### config.mk
export PLATFORM = sky130hd
export DESIGN_NAME = logic_scope_top
export DESIGN_NICKNAME = d
export VERILOG_FILES = /design/src/design/la_pkg.sv /design/src/design/capture_engine.sv /design/src/design/logic_scope_top.sv /design/src/design/sample_tick_gen.sv /design/src/design/view_scroll.sv /design/src/design/wave_renderer.sv
export SDC_FILE = /design/constraint.sdc
export NUM_CORES = 2
export LEC_CHECK = 0
export BUFFER_PORTS_ARGS = -buffer_cell sky130_fd_sc_hd__clkbuf_2
export CAP_MARGIN = 10
export CORE_AREA = 2 2 331 333
export CTS_CLUSTER_SIZE = 40
export DETAILED_ROUTE_END_ITERATION = 10
export DIE_AREA = 0 0 333 335
export GPL_ROUTABILITY_DRIVEN = 0
export GPL_TIMING_DRIVEN = 0
export PLACE_DENSITY = 0.71
export SYNTH_ARGS = -nofsm -noshare
export SYNTH_HDL_FRONTEND = slang
export SYNTH_SLANG_ARGS = --single-unit
export TNS_END_PERCENT = 10
### constraint.sdc
create_clock -name clk -period 6.8 [get_ports clk]
set_input_delay 1.36 -clock clk [delete_from_list [all_inputs] [get_ports clk]]
set_output_delay 1.36 -clock clk [all_outputs]
set_load 0.02 [all_outputs]
### src/design/la_pkg.sv
package la_pkg;

    // capture sizes
    localparam int num_waves = 5;
    localparam int step_w    = 7;

    localparam logic [step_w-1:0] wave_steps   = 7'd120;
    localparam logic [step_w-1:0] screen_steps = 7'd60;
    localparam logic [step_w-1:0] step_move    = 7'd5;

    // snapshot index of the trigger sample per position
    localparam logic [step_w-1:0] pos_ofs_left  = 7'd3;
    localparam logic [step_w-1:0] pos_ofs_mid   = 7'd60;
    localparam logic [step_w-1:0] pos_ofs_right = 7'd115;

    // display is mounted sideways, waves run along y
    localparam int coord_w = 16;
    localparam int color_w = 16;

    localparam logic [coord_w-1:0] top_ofs      = 16'd10;
    localparam logic [coord_w-1:0] left_ofs     = 16'd60;
    localparam logic [coord_w-1:0] wave_height  = 16'd17;
    localparam logic [coord_w-1:0] step_width   = 16'd5;
    localparam logic [coord_w-1:0] wave_pitch   = 16'd38;
    localparam logic [coord_w-1:0] plot_x_low   = 16'd51;
    localparam logic [coord_w-1:0] screen_x_max = 16'd239;
    localparam logic [coord_w-1:0] screen_y_max = 16'd319;
    localparam logic [coord_w-1:0] plot_x_high  = screen_x_max - top_ofs;  // base of wave 0

    // rgb565
    localparam logic [color_w-1:0] col_black = 16'h0000;
    localparam logic [color_w-1:0] col_white = 16'hffff;
    localparam logic [color_w-1:0] col_blue  = 16'h001f;

    typedef enum logic [2:0] {
        trig_dontcare = 3'd0,
        trig_rising   = 3'd1,
        trig_falling  = 3'd2,
        trig_either   = 3'd3,
        trig_low      = 3'd4,
        trig_high     = 3'd5
    } trig_mode_t;

    typedef enum logic [1:0] {
        pos_left  = 2'd0,
        pos_mid   = 2'd1,
        pos_right = 2'd2
    } trig_pos_t;

    // divider rates tick once every n clocks
    typedef enum logic [2:0] {
        rate_ext_rise = 3'd0,
        rate_ext_fall = 3'd1,
        rate_div_2k   = 3'd2,
        rate_div_256  = 3'd3,
        rate_div_64   = 3'd4,
        rate_div_16   = 3'd5,
        rate_div_4    = 3'd6,
        rate_div_1    = 3'd7
    } rate_sel_t;

    typedef logic [wave_steps-1:0] wave_snap_t [num_waves];

endpackage

### src/design/capture_engine.sv
`timescale 1ns/1ps

module capture_engine (
    input  logic                         clk,
    input  logic                         arstn_sync,
    input  logic                         sample_en,
    input  logic                         arm,
    input  logic [la_pkg::num_waves-1:0] data,
    input  la_pkg::trig_mode_t           trig_mode [la_pkg::num_waves],
    input  la_pkg::trig_pos_t            trig_pos,
    output la_pkg::wave_snap_t           snap,
    output logic [la_pkg::step_w-1:0]    trig_index,
    output logic                         cap_done,
    output logic                         cap_busy
);

    la_pkg::wave_snap_t           cap_buf;
    logic [la_pkg::num_waves-1:0] match;
    logic                         triggered;
    logic [la_pkg::step_w-1:0]    post_cnt;   // samples still to take after the trigger
    la_pkg::trig_pos_t            pos_lat;
    logic                         finish;

    function automatic logic [la_pkg::step_w-1:0] pos_offset(la_pkg::trig_pos_t pos);
        case (pos)
            la_pkg::pos_mid:   return la_pkg::pos_ofs_mid;
            la_pkg::pos_right: return la_pkg::pos_ofs_right;
            default:           return la_pkg::pos_ofs_left;
        endcase
    endfunction

    // incoming bit against the newest stored bit of the same channel
    always_comb begin
        for (int w = 0; w < la_pkg::num_waves; w++) begin
            case (trig_mode[w])
                la_pkg::trig_rising:
                    match[w] = data[w] & ~cap_buf[w][la_pkg::wave_steps-1];
                la_pkg::trig_falling:
                    match[w] = ~data[w] & cap_buf[w][la_pkg::wave_steps-1];
                la_pkg::trig_either:
                    match[w] = data[w] ^ cap_buf[w][la_pkg::wave_steps-1];
                la_pkg::trig_low:  match[w] = ~data[w];
                la_pkg::trig_high: match[w] = data[w];
                default:           match[w] = 1'b1;
            endcase
        end
    end

    assign finish = cap_busy & triggered & (post_cnt == '0);

    always_ff @(posedge clk or negedge arstn_sync) begin
        if (!arstn_sync) begin
            for (int w = 0; w < la_pkg::num_waves; w++) begin
                cap_buf[w] <= '0;
                snap[w]    <= '0;
            end
            triggered  <= 1'b0;
            post_cnt   <= '0;
            pos_lat    <= la_pkg::pos_left;
            trig_index <= '0;
            cap_done   <= 1'b0;
            cap_busy   <= 1'b0;
        end else begin
            cap_done <= 1'b0;

            // rolling buffer, newest sample enters at the top
            if (sample_en) begin
                for (int w = 0; w < la_pkg::num_waves; w++) begin
                    cap_buf[w] <= {data[w], cap_buf[w][la_pkg::wave_steps-1:1]};
                end
            end

            if (arm) begin   // also restarts a running capture
                cap_busy  <= 1'b1;
                triggered <= 1'b0;
                post_cnt  <= la_pkg::wave_steps - 7'd1 - pos_offset(trig_pos);
                pos_lat   <= trig_pos;
            end else if (finish) begin
                // buffer already holds the last post-trigger sample
                snap       <= cap_buf;
                trig_index <= pos_offset(pos_lat);
                cap_done   <= 1'b1;
                cap_busy   <= 1'b0;
            end else if (cap_busy && sample_en) begin
                if (triggered) begin
                    post_cnt <= post_cnt - 7'd1;
                end else if (&match) begin
                    triggered <= 1'b1;
                end
            end
        end
    end

endmodule

### src/design/logic_scope_top.sv
`timescale 1ns/1ps

module logic_scope_top (
    input  logic                       clk,
    input  logic                       arstn_sync,
    input  logic [5:0]                 logic_in,   // bit 0 is the sample clock
    input  la_pkg::rate_sel_t          rate,
    input  la_pkg::trig_mode_t         trig_mode [la_pkg::num_waves],
    input  la_pkg::trig_pos_t          trig_pos,
    input  logic                       arm,
    input  logic                       scroll_left,
    input  logic                       scroll_right,
    input  logic                       draw_done,
    output logic                       draw,
    output logic [la_pkg::color_w-1:0] draw_color,
    output logic [la_pkg::coord_w-1:0] draw_x0,
    output logic [la_pkg::coord_w-1:0] draw_y0,
    output logic [la_pkg::coord_w-1:0] draw_x1,
    output logic [la_pkg::coord_w-1:0] draw_y1,
    output logic                       render_busy,
    output logic                       cap_busy
);

    logic                      sample_en;
    la_pkg::wave_snap_t        snap;
    logic [la_pkg::step_w-1:0] trig_index;
    logic                      cap_done;
    logic [la_pkg::step_w-1:0] view_start;
    logic                      view_moved;

    sample_tick_gen u_sample_tick_gen (
        .clk        (clk),
        .arstn_sync (arstn_sync),
        .rate       (rate),
        .ext_clk    (logic_in[0]),
        .sample_en  (sample_en)
    );

    capture_engine u_capture_engine (
        .clk        (clk),
        .arstn_sync (arstn_sync),
        .sample_en  (sample_en),
        .arm        (arm),
        .data       (logic_in[5:1]),
        .trig_mode  (trig_mode),
        .trig_pos   (trig_pos),
        .snap       (snap),
        .trig_index (trig_index),
        .cap_done   (cap_done),
        .cap_busy   (cap_busy)
    );

    view_scroll u_view_scroll (
        .clk          (clk),
        .arstn_sync   (arstn_sync),
        .scroll_left  (scroll_left),
        .scroll_right (scroll_right),
        .cap_done     (cap_done),
        .view_start   (view_start),
        .view_moved   (view_moved)
    );

    wave_renderer u_wave_renderer (
        .clk         (clk),
        .arstn_sync  (arstn_sync),
        .cap_done    (cap_done),
        .view_moved  (view_moved),
        .draw_done   (draw_done),
        .snap        (snap),
        .trig_index  (trig_index),
        .view_start  (view_start),
        .draw        (draw),
        .render_busy (render_busy),
        .draw_color  (draw_color),
        .draw_x0     (draw_x0),
        .draw_y0     (draw_y0),
        .draw_x1     (draw_x1),
        .draw_y1     (draw_y1)
    );

endmodule

### src/design/sample_tick_gen.sv
`timescale 1ns/1ps

module sample_tick_gen (
    input  logic              clk,
    input  logic              arstn_sync,
    input  la_pkg::rate_sel_t rate,
    input  logic              ext_clk,
    output logic              sample_en
);

    logic [14:0] div_cnt;
    logic [14:0] div_mask;
    logic        ext_meta;
    logic        ext_sync;
    logic        ext_prev;
    logic        tick;

    always_comb begin
        case (rate)
            la_pkg::rate_div_2k:  div_mask = 15'h07ff;
            la_pkg::rate_div_256: div_mask = 15'h00ff;
            la_pkg::rate_div_64:  div_mask = 15'h003f;
            la_pkg::rate_div_16:  div_mask = 15'h000f;
            la_pkg::rate_div_4:   div_mask = 15'h0003;
            default:              div_mask = 15'h0000;  // every clock
        endcase

        case (rate)
            la_pkg::rate_ext_rise: tick = ext_sync & ~ext_prev;
            la_pkg::rate_ext_fall: tick = ext_prev & ~ext_sync;
            default:               tick = (div_cnt & div_mask) == div_mask;
        endcase
    end

    always_ff @(posedge clk or negedge arstn_sync) begin
        if (!arstn_sync) begin
            div_cnt   <= '0;
            ext_meta  <= 1'b0;
            ext_sync  <= 1'b0;
            ext_prev  <= 1'b0;
            sample_en <= 1'b0;
        end else begin
            div_cnt   <= div_cnt + 15'd1;
            ext_meta  <= ext_clk;   // async pin
            ext_sync  <= ext_meta;
            ext_prev  <= ext_sync;
            sample_en <= tick;
        end
    end

endmodule

### src/design/view_scroll.sv
`timescale 1ns/1ps

module view_scroll (
    input  logic                      clk,
    input  logic                      arstn_sync,
    input  logic                      scroll_left,
    input  logic                      scroll_right,
    input  logic                      cap_done,
    output logic [la_pkg::step_w-1:0] view_start,
    output logic                      view_moved
);

    logic left_q;
    logic right_q;

    always_ff @(posedge clk or negedge arstn_sync) begin
        if (!arstn_sync) begin
            left_q     <= 1'b0;
            right_q    <= 1'b0;
            view_start <= '0;
            view_moved <= 1'b0;
        end else begin
            left_q     <= scroll_left;
            right_q    <= scroll_right;
            view_moved <= 1'b0;

            // a new capture is redrawn anyway, so no move pulse here
            if (cap_done) begin
                view_start <= '0;
            end else if (scroll_left && !left_q && view_start >= la_pkg::step_move) begin
                view_start <= view_start - la_pkg::step_move;
                view_moved <= 1'b1;
            end else if (scroll_right && !right_q &&
                         view_start < la_pkg::wave_steps - la_pkg::screen_steps) begin
                view_start <= view_start + la_pkg::step_move;
                view_moved <= 1'b1;
            end
        end
    end

endmodule

### src/design/wave_renderer.sv
`timescale 1ns/1ps

module wave_renderer (
    input  logic                       clk,
    input  logic                       arstn_sync,
    input  logic                       cap_done,
    input  logic                       view_moved,
    input  logic                       draw_done,
    input  la_pkg::wave_snap_t         snap,
    input  logic [la_pkg::step_w-1:0]  trig_index,
    input  logic [la_pkg::step_w-1:0]  view_start,
    output logic                       draw,
    output logic                       render_busy,
    output logic [la_pkg::color_w-1:0] draw_color,
    output logic [la_pkg::coord_w-1:0] draw_x0,
    output logic [la_pkg::coord_w-1:0] draw_y0,
    output logic [la_pkg::coord_w-1:0] draw_x1,
    output logic [la_pkg::coord_w-1:0] draw_y1
);

    typedef enum logic [2:0] {
        s_idle,
        s_clear,
        s_marker,
        s_edge,
        s_level,
        s_next_step,
        s_next_wave
    } state_t;

    state_t                     state;
    logic [2:0]                 wave;
    logic [la_pkg::step_w-1:0]  step;
    logic [la_pkg::step_w-1:0]  step_end;   // last step drawn, inclusive
    logic [la_pkg::step_w-1:0]  view_lat;
    logic [la_pkg::step_w-1:0]  win_end;
    logic [la_pkg::coord_w-1:0] xbase;
    logic [la_pkg::coord_w-1:0] ypos;
    logic [la_pkg::coord_w-1:0] level_x;
    logic                       pending;
    logic                       cur_bit;
    logic                       prev_bit;
    logic                       bit_change;
    logic                       cmd_state;
    logic                       accepted;

    assign cur_bit    = snap[wave][step];
    assign prev_bit   = snap[wave][(step == '0) ? step : step - 7'd1];
    assign bit_change = (step > view_lat) && (cur_bit != prev_bit);
    assign level_x    = cur_bit ? xbase : xbase - la_pkg::wave_height;
    assign win_end    = (view_start + la_pkg::screen_steps < la_pkg::wave_steps) ?
                        view_start + la_pkg::screen_steps : la_pkg::wave_steps - 7'd1;

    assign cmd_state = (state == s_clear) || (state == s_marker) ||
                       (state == s_edge) || (state == s_level);
    assign accepted  = draw & draw_done;

    // command fields follow the state, which only moves on draw_done
    always_comb begin
        draw_color = la_pkg::col_white;
        draw_x0    = xbase - la_pkg::wave_height;   // vertical segment
        draw_y0    = ypos;
        draw_x1    = xbase;
        draw_y1    = ypos;
        case (state)
            s_clear: begin
                draw_color = la_pkg::col_black;
                draw_x0    = la_pkg::plot_x_low;
                draw_y0    = la_pkg::left_ofs;
                draw_x1    = la_pkg::plot_x_high;
                draw_y1    = la_pkg::screen_y_max;
            end
            s_marker: begin
                draw_color = la_pkg::col_blue;
                draw_x0    = la_pkg::plot_x_low;
            end
            s_level: begin
                draw_x0 = level_x;
                draw_x1 = level_x;
                draw_y1 = ypos + la_pkg::step_width;
            end
            default: ;
        endcase
    end

    always_ff @(posedge clk or negedge arstn_sync) begin
        if (!arstn_sync) begin
            state       <= s_idle;
            draw        <= 1'b0;
            render_busy <= 1'b0;
            pending     <= 1'b0;
            wave        <= '0;
            step        <= '0;
            step_end    <= '0;
            view_lat    <= '0;
            xbase       <= '0;
            ypos        <= '0;
        end else begin
            draw <= cmd_state & ~accepted;   // low for a cycle between commands

            // at most one redraw queued behind the current one
            if (state != s_idle && (cap_done || view_moved)) begin
                pending <= 1'b1;
            end

            case (state)
                s_idle: begin
                    if (cap_done || view_moved || pending) begin
                        pending     <= 1'b0;
                        render_busy <= 1'b1;
                        state       <= s_clear;
                    end
                end
                s_clear: begin
                    if (accepted) begin
                        wave     <= '0;
                        step     <= view_start;
                        view_lat <= view_start;
                        step_end <= win_end;
                        xbase    <= la_pkg::plot_x_high;
                        ypos     <= la_pkg::left_ofs;
                        state    <= s_next_step;
                    end
                end
                s_marker: begin
                    if (accepted) begin
                        state <= bit_change ? s_edge : s_level;
                    end
                end
                s_edge: begin
                    if (accepted) begin
                        state <= s_level;
                    end
                end
                s_level: begin
                    if (accepted) begin
                        if (step != step_end) begin
                            step  <= step + 7'd1;
                            ypos  <= ypos + la_pkg::step_width;
                            state <= s_next_step;
                        end else if (wave == 3'(la_pkg::num_waves - 1)) begin
                            render_busy <= 1'b0;
                            state       <= s_idle;
                        end else begin
                            state <= s_next_wave;
                        end
                    end
                end
                s_next_step: begin
                    if (wave == '0 && step == trig_index) begin
                        state <= s_marker;
                    end else if (bit_change) begin
                        state <= s_edge;
                    end else begin
                        state <= s_level;
                    end
                end
                s_next_wave: begin
                    wave  <= wave + 3'd1;
                    xbase <= xbase - la_pkg::wave_pitch;
                    ypos  <= la_pkg::left_ofs;
                    step  <= view_lat;
                    state <= s_next_step;
                end
                default: state <= s_idle;
            endcase
        end
    end

endmodule

==> run metrics <==
Tightest Pin Transition 1.40 ns; Core Box Area 108000 µm²; Skew-Pair Late Insertion Delay 0.77 ns; flop-to-flop setup slack 0.68 ns; setup total negative slack 0 ns; die height 335 µm; Vias 43974; Final WS setup 0.00722 ns; Worst IR Drop VDD 228 µV; hpwl dp 117000 µm; CTS tree yes; Inserted Clock Buffers 135; Fin. Hold Viols 0; IO Port Bufs 113; Period minus WS final 6.79 ns; Mean Syn Cell Area 10.4 µm²; Synth area leader dfrtp_1; Max clock buf depth 3; Remaining Overflow, GRT 0; Initial Utilization 54.5%; fraction of layout cells with a size suffix above 1 19.7%; Nets 6001; num rows 121; WL/cell 22.4 µm; hold crit path type register to register; nature of the critical path endpoint primary output; Worst setup SP type register; Pwr Density 313 nW/µm²; Syn-to-layout area delta 13.2%; Slew Limit Headroom 6.81%; vias in the first global route 42989; largest net degree at the start of global routing 117; Synth Instances 5647; FF+latch count, synth 1303; DIE AREA 112000 µm²; area of the mapped netlist 58900 µm²; Seq/Total Area, Yosys 55.4%; Critical Path RT 5.44 ns; Syn. warnings 0; status complete, no violations; maximum clock frequency 147 MHz; cts hold-fix bufs 0; routed wl met2 75500 µm; final core occ 61.7%; placed insts 7192; DRC 0; P_leak 33.2 nW; dpl ws 0.0211 ns; worst path arrival time 5.43 ns; ys async rst share 100%; final non-filler cell total 7446; Distinct cells, synth 91; Detailed Route WL 167000 µm; Total GRT Usage 30.1%; max cap viols 0; max-slew violations 0; Final Skew 0.0307 ns; top_reg_cell synth dfrtp_1; Met3 Routed Length 14200 µm; crit path kind register to primary output; Worst Path Max Fanout 10; EDFF count, synth 0; Area contributors post-synth dfrtp_1, nand2_1, mux2_2; DRT iter0 DRCs 4564; # clock sinks 1303; top cell type's share of synthesized area 55.4%; crit share post-route 99.9%; M1 WL 69000 µm; post-synthesis net count 5721; Clock Tree Root clkbuf_16; initial antenna violation count 4; Top-Level Pins 115; htree depth 4; Pre-antenna DRT Iters 8; final setup fails 0; clk slew on worst S/H paths 0.06 ns; top layer in use met5; Die W 333 µm; Vias/cell 5.91; first-pass GRT wire length 256000 µm; Detail Route Antenna Nets 0; Power Total 20.9 mW
## where the power goes
group | switching [mW] | internal [mW]
clock | 3.16 | 4.29
sequential | 0.312 | 8.09
combinational | 3.30 | 1.71
total | 6.78 | 14.1
## flip-flops by register name (all words and copies together), names as in the netlist, 2 cells and up
signal,cells
u_wave_renderer.wave,3
u_wave_renderer.xbase,16
u_wave_renderer.view_lat,7
u_sample_tick_gen.div_cnt,11
u_capture_engine.pos_lat,2
u_capture_engine.snap,600
u_capture_engine.cap_buf,600
u_wave_renderer.step,7
u_wave_renderer.state,3
u_wave_renderer.ypos,16
u_capture_engine.post_cnt,7
u_wave_renderer.step_end,7
u_view_scroll.view_start,7
u_capture_engine.trig_index,4
## area by class of cell
cell class	instances	area [µm²]
fill	8761	41400
sequential	1303	32600
multi-input combinational	3899	24500
clock buffer	199	3950
buffer	390	2050
tap	1414	1770
timing repair buffer	145	1090
clock inverter	40	499
inverter	53	199
antenna	3	7.51
## stage by stage
stage	cell area, µm²	hold slack (ns)
2_1_floorplan	58900	0.331
3_3_place_gp	61200	0.341
3_5_place_dp	61700	0.343
4_1_cts	66400	0.357
5_1_grt	66700	0.376
6_report	66700	0.354
## kinds of logic (layout without fill, tap and decap cells)
group / after synthesis / count (layout) / synth area share [%]
AO/OA/AOI/OAI: 614 / 614 / 6.94
XOR/XNOR: 54 / 54 / 0.803
adder cells (fa/ha/maj): 42 / 42 / 0.892
buffers and inverters: 445 / 827 / 3.37
flip-flops: 1303 / 1303 / 55.4
multiplexers: 887 / 887 / 17.0
other: 0 / 3 / 0
AND/OR/NAND/NOR: 2302 / 2302 / 15.6
## metal layers
| metal | vias up | global-route usage (%) |
|---|---|---|
| met5 | - | 0 |
| met4 | 2 | 13.5 |
| met3 | 453 | 6.75 |
| met2 | 1869 | 46.6 |
| met1 | 21989 | 40.6 |
| li1 | 19661 | - |
## cell usage in the layout (no fill, tap or decap), types with 42 or more instances in the layout
cell / count
clkbuf_16: 137
nand2_1: 1962
inv_1: 48
a31oi_1: 59
o21ai_0: 124
clkbuf_1: 300
mux2_2: 631
nor2_1: 124
mux2i_1: 203
o22ai_1: 89
dfrtp_1: 1301
clkbuf_2: 129
ha_1: 42
a21oi_1: 82
## worst paths after layout
check                                                      from                                         to  depth (start not counted)
setup / recovery            u_wave_renderer.wave[1]$_DFFE_PN0P_                                 draw_x1[9]                         16
hold / removal             u_sample_tick_gen.ext_meta$_DFF_PN0_       u_sample_tick_gen.ext_sync$_DFF_PN0_                          0
setup reg to reg            u_wave_renderer.step[1]$_DFFE_PN0P_       u_wave_renderer.state[1]$_DFFE_PN0P_                         20
hold reg to reg            u_sample_tick_gen.ext_meta$_DFF_PN0_       u_sample_tick_gen.ext_sync$_DFF_PN0_                          0
max in group asynchronous                            arstn_sync  u_capture_engine.cap_buf[529]$_DFFE_PN0P_                          5
min in group asynchronous                            arstn_sync      u_wave_renderer.xbase[15]$_DFFE_PN0P_                          1
## worst max-delay path: stages, from the launching register on
cell and delay (ns):
dfrtp_2 0.47, buf_6 0.20, nor2b_1 0.11, clkbuf_1 0.36
clkbuf_1 0.51, clkbuf_1 0.62, a311oi_1 0.20, nor4_1 0.50
a211oi_1 0.11, o31ai_1 0.13, or4_4 0.27, and2_4 0.20
buf_2 0.28, nor2_1 0.10, and3_1 0.19, o22a_1 0.23
clkbuf_2 0.17
## synth_stat cells, types with 24 or more instances
library cell,number
mux2i_1,221
dfrtp_1,1303
clkbuf_1,286
a22oi_1,32
and2_1,24
mux4_2,26
o21ai_0,124
o22ai_1,91
nor3_1,29
a21oi_1,95
inv_1,48
nand3_1,32
mux2_2,631
buf_2,37
ha_1,42
a31oi_1,62
xor2_1,24
xnor2_1,30
nand2_1,1962
buf_4,31
nor2_1,124
## what timing repair did
item                       in CTS  in global routing
pin swaps                       1                  1
buffers inserted                2                 11
setup endpoints to repair      32                 25
gates resized for setup        80                 57
Power figures use the tool's default switching activity.
